### config.mk
export PLATFORM = sky130hd
export DESIGN_NAME = mdll_core
export DESIGN_NICKNAME = d
export VERILOG_FILES = /design/src/hdl/mdll_pkg.sv /design/src/hdl/mdll_ctl_if.sv /design/src/hdl/mdll_dcdl_coarse_single.sv /design/src/hdl/mdll_dcdl_coarse.sv /design/src/hdl/mdll_dcdl_fine.sv /design/src/hdl/mdll_pfd.sv /design/src/hdl/mdll_loop_filter.sv /design/src/hdl/mdll_cfg_regs.sv /design/src/hdl/mdll_core.sv
export SDC_FILE = /design/constraint.sdc
export NUM_CORES = 1
export LEC_CHECK = 0
export BUFFER_PORTS_ARGS = -buffer_cell sky130_fd_sc_hd__buf_2
export CAP_MARGIN = 25
export CORE_MARGIN = 4
export CORE_UTILIZATION = 55
export DETAILED_ROUTE_END_ITERATION = 16
export GPL_TIMING_DRIVEN = 0
export PLACE_DENSITY = 0.78
export SLEW_MARGIN = 20
export SYNTH_ARGS = -nofsm -noshare
export SYNTH_HDL_FRONTEND = slang
export SYNTH_HIERARCHICAL = 1
export SYNTH_SLANG_ARGS = --single-unit
export TNS_END_PERCENT = 100
### constraint.sdc
create_clock -name clk -period 4.3 [get_ports clk]
set_clock_uncertainty 0.2 [all_clocks]
set_input_delay 0.43 -clock clk [delete_from_list [all_inputs] [get_ports clk]]
set_output_delay 0.43 -clock clk [all_outputs]
set_load 0.02 [all_outputs]
### src/hdl/mdll_pkg.sv
// mdll shared package with delay path sizes, control types and the register map
package mdll_pkg;

  // ------------------------------------------------------------
  // delay path geometry
  // ------------------------------------------------------------
  localparam int N_STG    = 8;              // coarse stages per lane
  localparam int TD       = 2;              // unit delay in samples
  localparam int STG_DLY  = 2 * TD;         // one coarse stage = two unit cells
  localparam int FINE_MAX = 3;              // fine line reach in samples
  localparam int CODE_MAX = N_STG * STG_DLY + FINE_MAX;
  localparam int PATH_LAT = 2;              // coarse reg + fine reg
  localparam int LOCK_N   = 4;              // alternating pulses for lock

  // ------------------------------------------------------------
  // typed vectors
  // ------------------------------------------------------------
  typedef logic [N_STG-1:0] thm_t;          // coarse thermometer, lsb first
  typedef logic [1:0]       fine_t;         // fine tap select
  typedef logic [5:0]       dly_code_t;     // {stage count, fine}
  typedef logic [2:0]       gain_t;         // loop step
  typedef logic [1:0]       reg_addr_t;
  typedef logic [7:0]       reg_data_t;

  // ------------------------------------------------------------
  // register map
  // ------------------------------------------------------------
  localparam reg_addr_t REG_CTRL     = 2'd0;
  localparam reg_addr_t REG_MAN_CODE = 2'd1;
  localparam reg_addr_t REG_GAIN     = 2'd2;
  localparam reg_addr_t REG_STATUS   = 2'd3; // read only

  // bit positions inside CTRL and STATUS
  localparam int CTRL_EN_BIT   = 0;
  localparam int CTRL_MAN_BIT  = 1;
  localparam int STAT_LOCK_BIT = 7;

endpackage

### src/hdl/mdll_ctl_if.sv
// control and status bundle shared by the register block and the loop filter
interface mdll_ctl_if;

  // settings from the register block
  logic                en;       // loop running
  logic                manual;   // code follows man_code
  mdll_pkg::dly_code_t man_code; // requested code in manual mode
  mdll_pkg::gain_t     gain;     // step per detector pulse

  // status back from the loop
  mdll_pkg::dly_code_t code;     // live delay code
  logic                locked;

  // register side
  modport regs (
    output en,
    output manual,
    output man_code,
    output gain,
    input  code,
    input  locked
  );

  // loop filter side
  modport loop (
    input  en,
    input  manual,
    input  man_code,
    input  gain,
    output code,
    output locked
  );

endinterface

### src/hdl/mdll_dcdl_coarse_single.sv
// single-ended coarse delay lane, a tapped shift register steered by thermometer code
module mdll_dcdl_coarse_single (
  input  logic           clk,
  input  logic           rst,
  input  logic           cin,      // sampled clock stream
  input  mdll_pkg::thm_t ctl_thm,  // stage enables, lsb first
  output logic           cout      // delayed stream
);

  localparam int LEN = mdll_pkg::N_STG * mdll_pkg::STG_DLY; // deepest tap
  localparam int CW  = $clog2(mdll_pkg::N_STG + 1);
  localparam int IW  = $clog2(LEN + 1);

  // ------------------------------------------------------------
  // history and tap select
  // ------------------------------------------------------------
  logic [LEN-1:0] sr;        // sr[k] is cin from k+1 cycles back
  logic [LEN:0]   hist;      // hist[k] is cin from k cycles back
  logic [CW-1:0]  n_on;      // stages in the valid prefix
  logic [IW-1:0]  tap_idx;
  logic           run;       // still inside the prefix of ones

  assign hist = {sr, cin};

  // count only the leading ones, a bubble stops it
  always_comb begin
    run  = 1'b1;
    n_on = '0;
    for (int i = 0; i < mdll_pkg::N_STG; i++) begin
      run  = run & ctl_thm[i];
      n_on = n_on + CW'(run);
    end
    tap_idx = IW'(int'(n_on) * mdll_pkg::STG_DLY); // STG_DLY samples per stage
  end

  // ------------------------------------------------------------
  // line and output register
  // ------------------------------------------------------------
  always_ff @(posedge clk) begin
    if (rst) begin
      sr   <= '0;                    // drain the line
      cout <= 1'b0;
    end else begin
      sr   <= {sr[LEN-2:0], cin};
      cout <= hist[tap_idx];         // +1 cycle on top of the tap
    end
  end

endmodule

### src/hdl/mdll_dcdl_coarse.sv
// differential coarse delay line, two matched lanes under one thermometer control
module mdll_dcdl_coarse (
  input  logic           clk,
  input  logic           rst,
  input  logic           cinp,     // positive stream in
  input  logic           cinn,     // negative stream in
  input  mdll_pkg::thm_t ctl_thm,  // shared by both lanes
  output logic           coutp,
  output logic           coutn
);

  // ------------------------------------------------------------
  // lanes
  // ------------------------------------------------------------

  // p lane
  mdll_dcdl_coarse_single i_lane_p (
    .clk     (clk),
    .rst     (rst),
    .cin     (cinp),
    .ctl_thm (ctl_thm),
    .cout    (coutp)
  );

  // n lane, runs on its own so a skew on cinn shows up at coutn
  mdll_dcdl_coarse_single i_lane_n (
    .clk     (clk),
    .rst     (rst),
    .cin     (cinn),
    .ctl_thm (ctl_thm),     // same code keeps both lanes equal
    .cout    (coutn)
  );

  // delay per lane = STG_DLY * leading ones + 1 register

endmodule

### src/hdl/mdll_dcdl_fine.sv
// differential fine delay, 0 to FINE_MAX extra samples under a binary control
module mdll_dcdl_fine (
  input  logic            clk,
  input  logic            rst,
  input  logic            cinp,     // from coarse p lane
  input  logic            cinn,     // from coarse n lane
  input  mdll_pkg::fine_t ctl_fine, // extra samples
  output logic            coutp,
  output logic            coutn
);

  localparam int HL = mdll_pkg::FINE_MAX; // history depth per lane

  // ------------------------------------------------------------
  // per-lane history
  // ------------------------------------------------------------
  logic [1:0]    lane_in;    // [0] p, [1] n
  logic [1:0]    lane_out;
  logic [HL-1:0] hist_q [2]; // [k] is the input from k+1 cycles back
  logic [HL:0]   tap [2];    // tap[l][k] is the input from k cycles back

  assign lane_in = {cinn, cinp};

  always_comb begin
    for (int l = 0; l < 2; l++) begin
      tap[l] = {hist_q[l], lane_in[l]};
    end
  end

  always_ff @(posedge clk) begin
    if (rst) begin
      for (int l = 0; l < 2; l++) begin
        hist_q[l] <= '0;
      end
      lane_out <= '0;
    end else begin
      for (int l = 0; l < 2; l++) begin
        hist_q[l]   <= {hist_q[l][HL-2:0], lane_in[l]};
        lane_out[l] <= tap[l][ctl_fine];   // ctl_fine + 1 cycles total
      end
    end
  end

  assign coutp = lane_out[0];
  assign coutn = lane_out[1];

endmodule

### src/hdl/mdll_pfd.sv
// bang-bang phase detector, samples the delayed stream at reference rising edges
module mdll_pfd (
  input  logic clk,
  input  logic rst,
  input  logic cref,   // reference stream
  input  logic cdly,   // delayed stream from the line
  output logic up,     // delay too short
  output logic dn      // delay too long
);

  // ------------------------------------------------------------
  // edge detect
  // ------------------------------------------------------------
  logic cref_q;  // previous reference sample
  logic rise;

  assign rise = cref & ~cref_q;

  // ------------------------------------------------------------
  // decision
  // ------------------------------------------------------------
  // cdly still high at the edge means its own rising edge came
  // before the reference one, so the line is short of a period
  always_ff @(posedge clk) begin
    if (rst) begin
      cref_q <= 1'b0;
      up     <= 1'b0;
      dn     <= 1'b0;
    end else begin
      cref_q <= cref;
      up     <= rise & cdly;    // one cycle pulse
      dn     <= rise & ~cdly;   // never together with up
    end
  end

endmodule

### src/hdl/mdll_loop_filter.sv
// loop filter, code accumulator with saturation, code decode and lock detect
module mdll_loop_filter (
  input  logic            clk,
  input  logic            rst,
  input  logic            up,        // from detector
  input  logic            dn,
  mdll_ctl_if.loop        ctl,
  output mdll_pkg::thm_t  ctl_thm,   // to coarse line
  output mdll_pkg::fine_t ctl_fine   // to fine line
);

  localparam int RW = $clog2(mdll_pkg::LOCK_N + 1);
  localparam int FW = $bits(mdll_pkg::fine_t);
  localparam int DW = $bits(mdll_pkg::dly_code_t);

  // ------------------------------------------------------------
  // code accumulator
  // ------------------------------------------------------------
  mdll_pkg::dly_code_t code_q;
  mdll_pkg::dly_code_t code_up;
  mdll_pkg::dly_code_t code_dn;
  mdll_pkg::dly_code_t gain_ext;
  logic [DW:0]         sum_up;     // spare msb for the overflow check
  logic [DW-FW-1:0]    n_stg_on;   // coarse part of the code

  assign gain_ext = mdll_pkg::dly_code_t'(ctl.gain);
  assign sum_up   = {1'b0, code_q} + {1'b0, gain_ext};
  assign code_up  = (sum_up > (DW+1)'(mdll_pkg::CODE_MAX)) ?
                    mdll_pkg::dly_code_t'(mdll_pkg::CODE_MAX) : sum_up[DW-1:0];
  assign code_dn  = (code_q < gain_ext) ? '0 : code_q - gain_ext; // floor at 0

  always_ff @(posedge clk) begin
    if (rst) begin
      code_q <= '0;
    end else if (ctl.en) begin          // en low freezes the code
      if (ctl.manual) begin
        code_q <= ctl.man_code;
      end else if (up) begin
        code_q <= code_up;
      end else if (dn) begin
        code_q <= code_dn;
      end
    end
  end

  // ------------------------------------------------------------
  // lock detect
  // ------------------------------------------------------------
  logic          track;      // closed loop running
  logic          have_last;  // a previous pulse exists
  logic          last_up;    // direction of that pulse
  logic [RW-1:0] run_q;      // alternating pulses so far
  logic          locked_q;

  assign track = ctl.en & ~ctl.manual;

  always_ff @(posedge clk) begin
    if (rst || !track) begin
      have_last <= 1'b0;
      last_up   <= 1'b0;
      run_q     <= '0;
      locked_q  <= 1'b0;
    end else if (up || dn) begin
      have_last <= 1'b1;
      last_up   <= up;
      if (have_last && (up == last_up)) begin
        run_q    <= RW'(1);              // same way twice, start over
        locked_q <= 1'b0;
      end else if (run_q < RW'(mdll_pkg::LOCK_N)) begin
        run_q <= run_q + 1'b1;
        if (run_q == RW'(mdll_pkg::LOCK_N - 1)) begin
          locked_q <= 1'b1;
        end
      end
    end
  end

  // ------------------------------------------------------------
  // decode and status
  // ------------------------------------------------------------
  assign n_stg_on = code_q[DW-1:FW];
  assign ctl_fine = code_q[FW-1:0];

  always_comb begin
    for (int i = 0; i < mdll_pkg::N_STG; i++) begin
      ctl_thm[i] = (i < int'(n_stg_on));  // ones from the lsb up
    end
  end

  assign ctl.code   = code_q;
  assign ctl.locked = locked_q;

endmodule

### src/hdl/mdll_cfg_regs.sv
// register block for loop control with strobe writes and live status readback
module mdll_cfg_regs (
  input  logic                clk,
  input  logic                rst,
  input  logic                wr,     // write strobe
  input  mdll_pkg::reg_addr_t addr,
  input  mdll_pkg::reg_data_t wdata,
  output mdll_pkg::reg_data_t rdata,  // follows addr in the same cycle
  mdll_ctl_if.regs            ctl
);

  localparam int DW = $bits(mdll_pkg::dly_code_t);
  localparam int GW = $bits(mdll_pkg::gain_t);

  // ------------------------------------------------------------
  // storage
  // ------------------------------------------------------------
  logic                en_q;
  logic                man_q;
  mdll_pkg::dly_code_t man_code_q;
  mdll_pkg::gain_t     gain_q;

  always_ff @(posedge clk) begin
    if (rst) begin
      en_q       <= 1'b0;
      man_q      <= 1'b0;
      man_code_q <= '0;
      gain_q     <= mdll_pkg::gain_t'(1);   // smallest useful step
    end else if (wr) begin
      case (addr)
        mdll_pkg::REG_CTRL: begin
          en_q  <= wdata[mdll_pkg::CTRL_EN_BIT];
          man_q <= wdata[mdll_pkg::CTRL_MAN_BIT];
        end
        mdll_pkg::REG_MAN_CODE: begin
          // clamp so the line never sees a code past its reach
          man_code_q <= (wdata > mdll_pkg::reg_data_t'(mdll_pkg::CODE_MAX)) ?
                        mdll_pkg::dly_code_t'(mdll_pkg::CODE_MAX) : wdata[DW-1:0];
        end
        mdll_pkg::REG_GAIN: gain_q <= wdata[GW-1:0];
        default: ;                           // status is read only
      endcase
    end
  end

  // ------------------------------------------------------------
  // readback
  // ------------------------------------------------------------
  always_comb begin
    rdata = '0;
    case (addr)
      mdll_pkg::REG_CTRL: begin
        rdata[mdll_pkg::CTRL_EN_BIT]  = en_q;
        rdata[mdll_pkg::CTRL_MAN_BIT] = man_q;
      end
      mdll_pkg::REG_MAN_CODE: rdata[DW-1:0] = man_code_q;
      mdll_pkg::REG_GAIN:     rdata[GW-1:0] = gain_q;
      default: begin                         // status
        rdata[DW-1:0]                  = ctl.code;
        rdata[mdll_pkg::STAT_LOCK_BIT] = ctl.locked;
      end
    endcase
  end

  // drive the loop
  assign ctl.en       = en_q;
  assign ctl.manual   = man_q;
  assign ctl.man_code = man_code_q;
  assign ctl.gain     = gain_q;

endmodule

### src/hdl/mdll_core.sv
// mdll delay path top level with coarse and fine lines, detector, loop filter and registers
module mdll_core (
  input  logic                clk,
  input  logic                rst,
  input  logic                cinp,    // reference stream, positive
  input  logic                cinn,    // reference stream, negative
  output logic                coutp,   // delayed stream, positive
  output logic                coutn,   // delayed stream, negative
  input  logic                wr,
  input  mdll_pkg::reg_addr_t addr,
  input  mdll_pkg::reg_data_t wdata,
  output mdll_pkg::reg_data_t rdata,
  output logic                locked
);

  // ------------------------------------------------------------
  // internal nets
  // ------------------------------------------------------------
  mdll_ctl_if      ctl ();      // regs to loop bundle
  mdll_pkg::thm_t  ctl_thm;
  mdll_pkg::fine_t ctl_fine;
  logic            crs_p;       // coarse line outputs
  logic            crs_n;
  logic            up;
  logic            dn;

  // ------------------------------------------------------------
  // control side
  // ------------------------------------------------------------
  mdll_cfg_regs i_regs (
    .clk   (clk),
    .rst   (rst),
    .wr    (wr),
    .addr  (addr),
    .wdata (wdata),
    .rdata (rdata),
    .ctl   (ctl.regs)
  );

  mdll_loop_filter i_loop (
    .clk      (clk),
    .rst      (rst),
    .up       (up),
    .dn       (dn),
    .ctl      (ctl.loop),
    .ctl_thm  (ctl_thm),
    .ctl_fine (ctl_fine)
  );

  // ------------------------------------------------------------
  // delay path, coarse then fine
  // ------------------------------------------------------------
  mdll_dcdl_coarse i_coarse (
    .clk     (clk),
    .rst     (rst),
    .cinp    (cinp),
    .cinn    (cinn),
    .ctl_thm (ctl_thm),
    .coutp   (crs_p),
    .coutn   (crs_n)
  );

  mdll_dcdl_fine i_fine (
    .clk      (clk),
    .rst      (rst),
    .cinp     (crs_p),
    .cinn     (crs_n),
    .ctl_fine (ctl_fine),
    .coutp    (coutp),
    .coutn    (coutn)
  );

  // detector closes the loop on the p side only
  mdll_pfd i_pfd (
    .clk  (clk),
    .rst  (rst),
    .cref (cinp),
    .cdly (coutp),
    .up   (up),
    .dn   (dn)
  );

  assign locked = ctl.locked;

endmodule

==> flow_summary.toml, run 1 <==
[status]
status = "complete, no violations"

[synth]
synth_top_area_share_pct = 44.1
synth_edf_count = 0
synth_area_mm2 = 0.00454
yosysMostFrequentCell = "dfxtp_1"
synth.area.top_cells = "dfxtp_1 44%, nor2b_1 10%, ha_1 3.9%"
synthArstFlopShare_pct = 0
ys_ff_latch = 100
avgSynthCellArea_um2 = 10.1
dominantRegCellSynth = "dfxtp_1"
ys_top_cells_by_count = "100 x dfxtp_1, 76 x nor2b_1, 25 x inv_1"
synth_cell_type_count = 70
yosysSeqAreaShare_pct = 44.1
yosysWarnings = 6
synth_cells = 448
synth_top_area_cell = "dfxtp_1"
syn_nets = 485

[worst_setup_path]
r2r_start = "i_loop/ctl.code[3]"
r2r-end = "i_coarse/i_lane_n/cout"
cp-start-kind = "register"
critPathKind = "register to register"
cp_data_arrival_time_ns = 4.18
worstSetupEndpointType = "register"
r2r_cells = 15
r2r_slack_ns = 0.17
cp_max_fo = 7
crit_start = "i_loop/ctl.code[3]"
cp.required_ns = 4.35

[clock_network]
cts_hold_buf = 0
cts_tree = "done"
numCtsBuffers = 9
clockBufferDepth = 2
clkLatencyLatePin_ns = 0.37
clk_pin_slew_ns = 0.11
clock_sink_count = 100
cts-root-buf = "clkbuf_8"
h-tree-depth = 3

[floorplan]
die_w_um = 98.8
die_y_um = 98.8
io_pins = 26
die_area_mm2 = 0.00977
rows = 32
start_util_pct = 57.5
core_area_mm2 = 0.00789

[detailed_routing]
drt_iter0_markers = 152
drtPass1Iterations = 4
routed_wirelength_um = 8790
via_per_inst = 5.43
wl_per_cell_um = 14.8
post-route-drc-count = 0
vias = 3223
antenna_left = 0

[grt]
grt_overflow_total = 0
antenna_found_initial = 0
grt_start_max_net_pins = 27
grt_first_pass_wirelength_um = 14900
grtUsageTotal_pct = 18.8
grt_pass1_vias = 3209

[place]
gp_congestion = 0.903
placed_area_mm2 = 0.00479
place_ws_ns = -0.191
hpwl_um = 6090
io_buffers = 24

[final_layout]
design_area_mm2 = 0.00510
drive_gt1_share_pct = 20.1
nets = 524
n_antenna_cell = 0
multiInputGateArea_mm2 = 0.00233
area_growth_pct = 12.3
seq_area_mm2 = 0.00201
fillerInstances = 632

[timing]
rsz0062_at_grt = "no"
slew_headroom_pct = 62.0
hold_viol = 0
finalCriticalPeriod_ns = 4.13
fin_ws_ns = 0.168
fmax_ghz = 0.242
min_period_over_period_pct = 96.1
final-max-slew-violation-count = 0
tightestPinTransition_ns = 0.569
setup_violations = 0

[job]
drv_cap = 0

[worst_hold_path]
hp-class = "primary input to register"
hold_depth = 2
hold_end = "i_coarse/i_lane_n/sr[0]"
min-delay-start = "cinn"

[power]
pwr_density_cell_mw_per_mm2 = 339
power.leakage_nw = 2.01
vdd_drop_max_mv = 0.252
power breakdown:
group	internal (W)	switching, W
combinational	0.0000512	0.0000680
clock	0.000291	0.000370
sequential	0.000938	0.00000985
placed cells by master (no fill, tap or decap), types with 3 or more instances in the layout:
master	instances
a21oi_1	14
o31a_1	4
inv_1	25
nand4_1	4
nand3b_1	5
clkbuf_1	7
clkbuf_8	9
mux2i_1	10
o21ai_0	14
nor2b_1	76
mux4_2	5
buf_6	5
and2_1	3
buf_2	29
and3_1	3
mux4_1	3
nand3_1	9
or3_1	3
a211oi_1	7
a31oi_1	3
dfxtp_1	98
nand2b_1	5
nand2_1	18
buf_4	10
nor3_1	9
fa_1	7
a211o_1	3
nor2_1	23
ha_1	13
per-layer routing:
layer  global-route usage (%)  up-vias  share of wire, %
met5                        0        -                 0
met2                     31.4       65                47
met1                     23.7     1537                47
met4                     5.67        0               1.5
met3                     5.10       13               4.0
li1                         -     1608                 -
critical path, stage by stage, from the launching register on:
cell and delay [ns]:
dfxtp_2 0.35, buf_6 0.13, or3_4 0.16, or2_4 0.15, and2_4 0.17, nand4_1 0.14
fa_1 0.53, inv_1 0.05, fa_1 0.51, ha_2 0.18, inv_1 0.06, fa_2 0.41
xnor2_4 0.21, mux4_1 0.56, nand3_1 0.10, a31oi_1 0.10
final cells by class:
| type | count | area share, % |
|---|---|---|
| buffer | 25 | 3.22 |
| clock inverter | 7 | 2.01 |
| tap | 102 | 2.50 |
| inverter | 25 | 1.84 |
| sequential | 100 | 39.4 |
| clock buffer | 9 | 2.43 |
| multi-input combinational | 298 | 45.7 |
| timing repair buffer | 28 | 2.95 |
registers in the layout (all words and copies together) (netlist names), 2 cells and up:
name,cells
i_coarse/i_lane_n/sr,32
i_coarse/i_lane_p/sr,32
i_fine/hist_q,6
i_loop/ctl.code,6
i_regs/ctl.man_code,6
i_loop/run_q,3
i_regs/ctl.gain,3
i_fine/lane_out,2
cell families after synthesis:
family / share of synthesized area (%)
DFF: 44.1
muxes: 6.51
and+or+nand+nor: 23.8
adders and majority gates: 7.39
other: 0.0826
AOI/OAI and AO/OA: 11.7
xor gates and xnor gates: 0.965
buffers and inverters: 5.38
metrics by stage:
step	cells	utilization (%)	setup TNS, ns	total power, W	hold slack, ns
6_report	594	64.6	0	0.00173	0.0950
5_1_grt	594	64.6	0	0.00180	0.0938
4_1_cts	590	63.8	0	0.00174	0.0804
3_5_place_dp	574	60.7	-0.191	0.00108	0.222
3_3_place_gp	574	60.7	-0.109	0.00108	0.214
2_1_floorplan	448	-	0	0.00105	0.204
timing repair:
action                     in CTS  in global routing
pin swaps                       0                  2
setup endpoints to repair       1                  1
resized for setup               4                 16
buffers inserted                0                  4
worst max-delay path by stage:
stage                                        end  slack [ns]
final                     i_coarse/i_lane_n/cout        0.17
after global routing      i_coarse/i_lane_n/cout        0.01
after CTS                 i_coarse/i_lane_n/cout        0.02
after detailed placement  i_coarse/i_lane_n/cout       -0.19
after global placement    i_coarse/i_lane_n/cout       -0.11
after floorplan           i_coarse/i_lane_n/cout        0.28
No activity file was read; power rests on OpenSTA's default activity.
==> inputs of run 2 (changes only) <==
- BUFFER_PORTS_ARGS: -buffer_cell sky130_fd_sc_hd__buf_2 -> -buffer_cell sky130_fd_sc_hd__clkbuf_2
- RECOVER_POWER: default -> 25
==> run 2 against run 1 <==
Against the previous run:
- highest routed layer unchanged
- first-iteration DRC count is 11% lower
- combinational power barely moved
- sequential power barely moved
- largest power group unchanged
- routed wire length decreased by 3.0%
- count of clock-buffer cells in the layout increased by 1
- sequential share of layout area rose by 0.28 points
- clock power about the same
==> flow_summary.toml, run 2 (same netlist as run 1, synthesis figures left out) <==
[status]
status = "complete, no violations"

[power]
seqPwrFrac_pct = 54.9
power.leakage_nw = 1.97
pwr-share-comb_pct = 6.8
intPower_w = 0.00132
vdd_drop_max_mv = 0.202
switchingPower_w = 0.000403
pwr_density_cell_mw_per_mm2 = 341
switching_share_pct = 23.3
p_clk_share_pct = 38.3

[clock_network]
h-tree-depth = 3
cts_tree = "done"
numCtsBuffers = 9
clock_sink_count = 100
clockBufferDepth = 2
cts-root-buf = "clkbuf_8"
clk_pin_slew_ns = 0.10
clkLatencyLatePin_ns = 0.35

[final_layout]
top_regs = "i_coarse/i_lane_n/sr: 32 flops, i_coarse/i_lane_p/sr: 32 flops"
fillerInstances = 632
area_growth_pct = 11.5
n_antenna_cell = 0
final-instance-count-excl-fill = 592
nets = 522
drive_gt1_share_pct = 19.4
final_common_cell = "dfxtp_1"
design_area_mm2 = 0.00506
mostFrequentLayoutCells = "98 x dfxtp_1, 76 x nor2b_1, 25 x inv_1"

[timing]
fmax_ghz = 0.243
hold_viol = 0
finalSetupTns_ns = 0
setup_violations = 0
tightestPinTransition_ns = 1.39
slew_headroom_pct = 7.10
final-max-slew-violation-count = 0
finalCriticalPeriod_ns = 4.11
min_period_over_period_pct = 95.5

[worst_setup_path]
cp-start-kind = "register"
r2r_start = "i_loop/ctl.code[3]"
path_cells = "buf_6 -> clkbuf_4 -> o21ai_0 -> nand2b_1 -> nand4_1 -> fa_1 -> inv_1 -> fa_1 -> ha_2 -> inv_1 -> fa_2 -> xnor2_4 -> mux4_2 -> nand3b_1 -> a31oi_1"
critPathBufInv = 4
crit_start = "i_loop/ctl.code[3]"
worst_path_max_delay_cell = "mux4_2"
critPathKind = "register to register"
max_stage_delay_ns = 0.52
cp_max_fo = 10
worstSetupEndpointType = "register"
cp_data_arrival_time_ns = 4.13
critPathTopFamily = "adder cells"
cp.required_ns = 4.32

[floorplan]
die_area_mm2 = 0.00977
die_w_um = 98.8
io_pins = 26
core_area_mm2 = 0.00789
die_y_um = 98.8
start_util_pct = 57.5
rows = 32

[grt]
grt_overflow_total = 0
grt_pass1_vias = 3102
grt_start_max_net_pins = 27
antenna_found_initial = 0
grtUsageTotal_pct = 18.4
grt_first_pass_wirelength_um = 14800

[detailed_routing]
antenna_left = 0
vias = 3230
via_per_inst = 5.46
post-route-drc-count = 0
drt_iter0_markers = 135
wl_per_cell_um = 14.4
drtPass1Iterations = 4
routed_wirelength_um = 8530

[place]
hpwl_um = 5960
dp.cells = 574
placed_area_mm2 = 0.00479
io_buffers = 24
gp_congestion = 0.903

[job]
drv_cap = 0

[worst_hold_path]
hp-class = "primary input to register"
min-delay-start = "cinn"
[run 2: changes by cell type in the layout (fill, tap and decap cells not counted), sizes merged]
cell      delta
clkbuf      +25
inv          -2
bufinv       +1
clkinvlp     +2
clkinv       -2
buf         -26
[run 2: cell type report]
class | instances | area [um2] | area share, %
Multi-Input combinational cell | 298 | 2310 | 45.7
Sequential cell | 100 | 2010 | 39.7
Buffer | 25 | 160 | 3.17
Clock inverter | 6 | 95.1 | 1.88
Inverter | 25 | 93.8 | 1.85
Tap cell | 102 | 128 | 2.52
Clock buffer | 10 | 128 | 2.52
Timing Repair Buffer | 26 | 134 | 2.65
[run 2: stage by stage]
step	hold WS [ns]	worst slack, ns	utilization (%)	power (W)
5_1_grt	0.102	-0.00477	64.1	0.00180
2_1_floorplan	0.204	0.278	-	0.00105
3_5_place_dp	0.224	-0.165	60.7	0.00108
6_report	0.113	0.191	64.1	0.00173
3_3_place_gp	0.214	-0.111	60.7	0.00108
4_1_cts	0.0956	0.0412	63.7	0.00174
[run 2: power groups by stage]
stage / Combinational (W) / Sequential, W / Clock [W]
final: 0.000117 / 0.000947 / 0.000660
after global routing: 0.000131 / 0.000949 / 0.000718
after CTS: 0.000115 / 0.000948 / 0.000675
after detailed placement: 0.000114 / 0.000969 / 0
after global placement: 0.000112 / 0.000969 / 0
after floorplan: 0.0000819 / 0.000967 / 0
[run 2: routing by layer]
| layer | up-vias | share of wire [%] | track usage (%) |
|---|---|---|---|
| li1 | 1603 | - | - |
| met1 | 1558 | 47 | 24.9 |
| met2 | 58 | 47 | 29.5 |
| met3 | 11 | 3.8 | 4.53 |
| met4 | 0 | 1.3 | 4.94 |
| met5 | - | 0 | 0 |
[run 2: final timing paths]
path                               to  slack, ns  cells after the start
min reg2reg  i_coarse/i_lane_p/sr[19]       0.24                      1
max reg2reg    i_coarse/i_lane_n/cout       0.19                     15
max            i_coarse/i_lane_n/cout       0.19                     15
min           i_coarse/i_lane_n/sr[0]       0.11                      2
[run 2: repair_timing]
item,CTS,global route
pin swaps,0,3
endpoints found under the setup margin,1,1
setup buffers,0,2
hold buffers,0,0
gates resized for setup,4,13
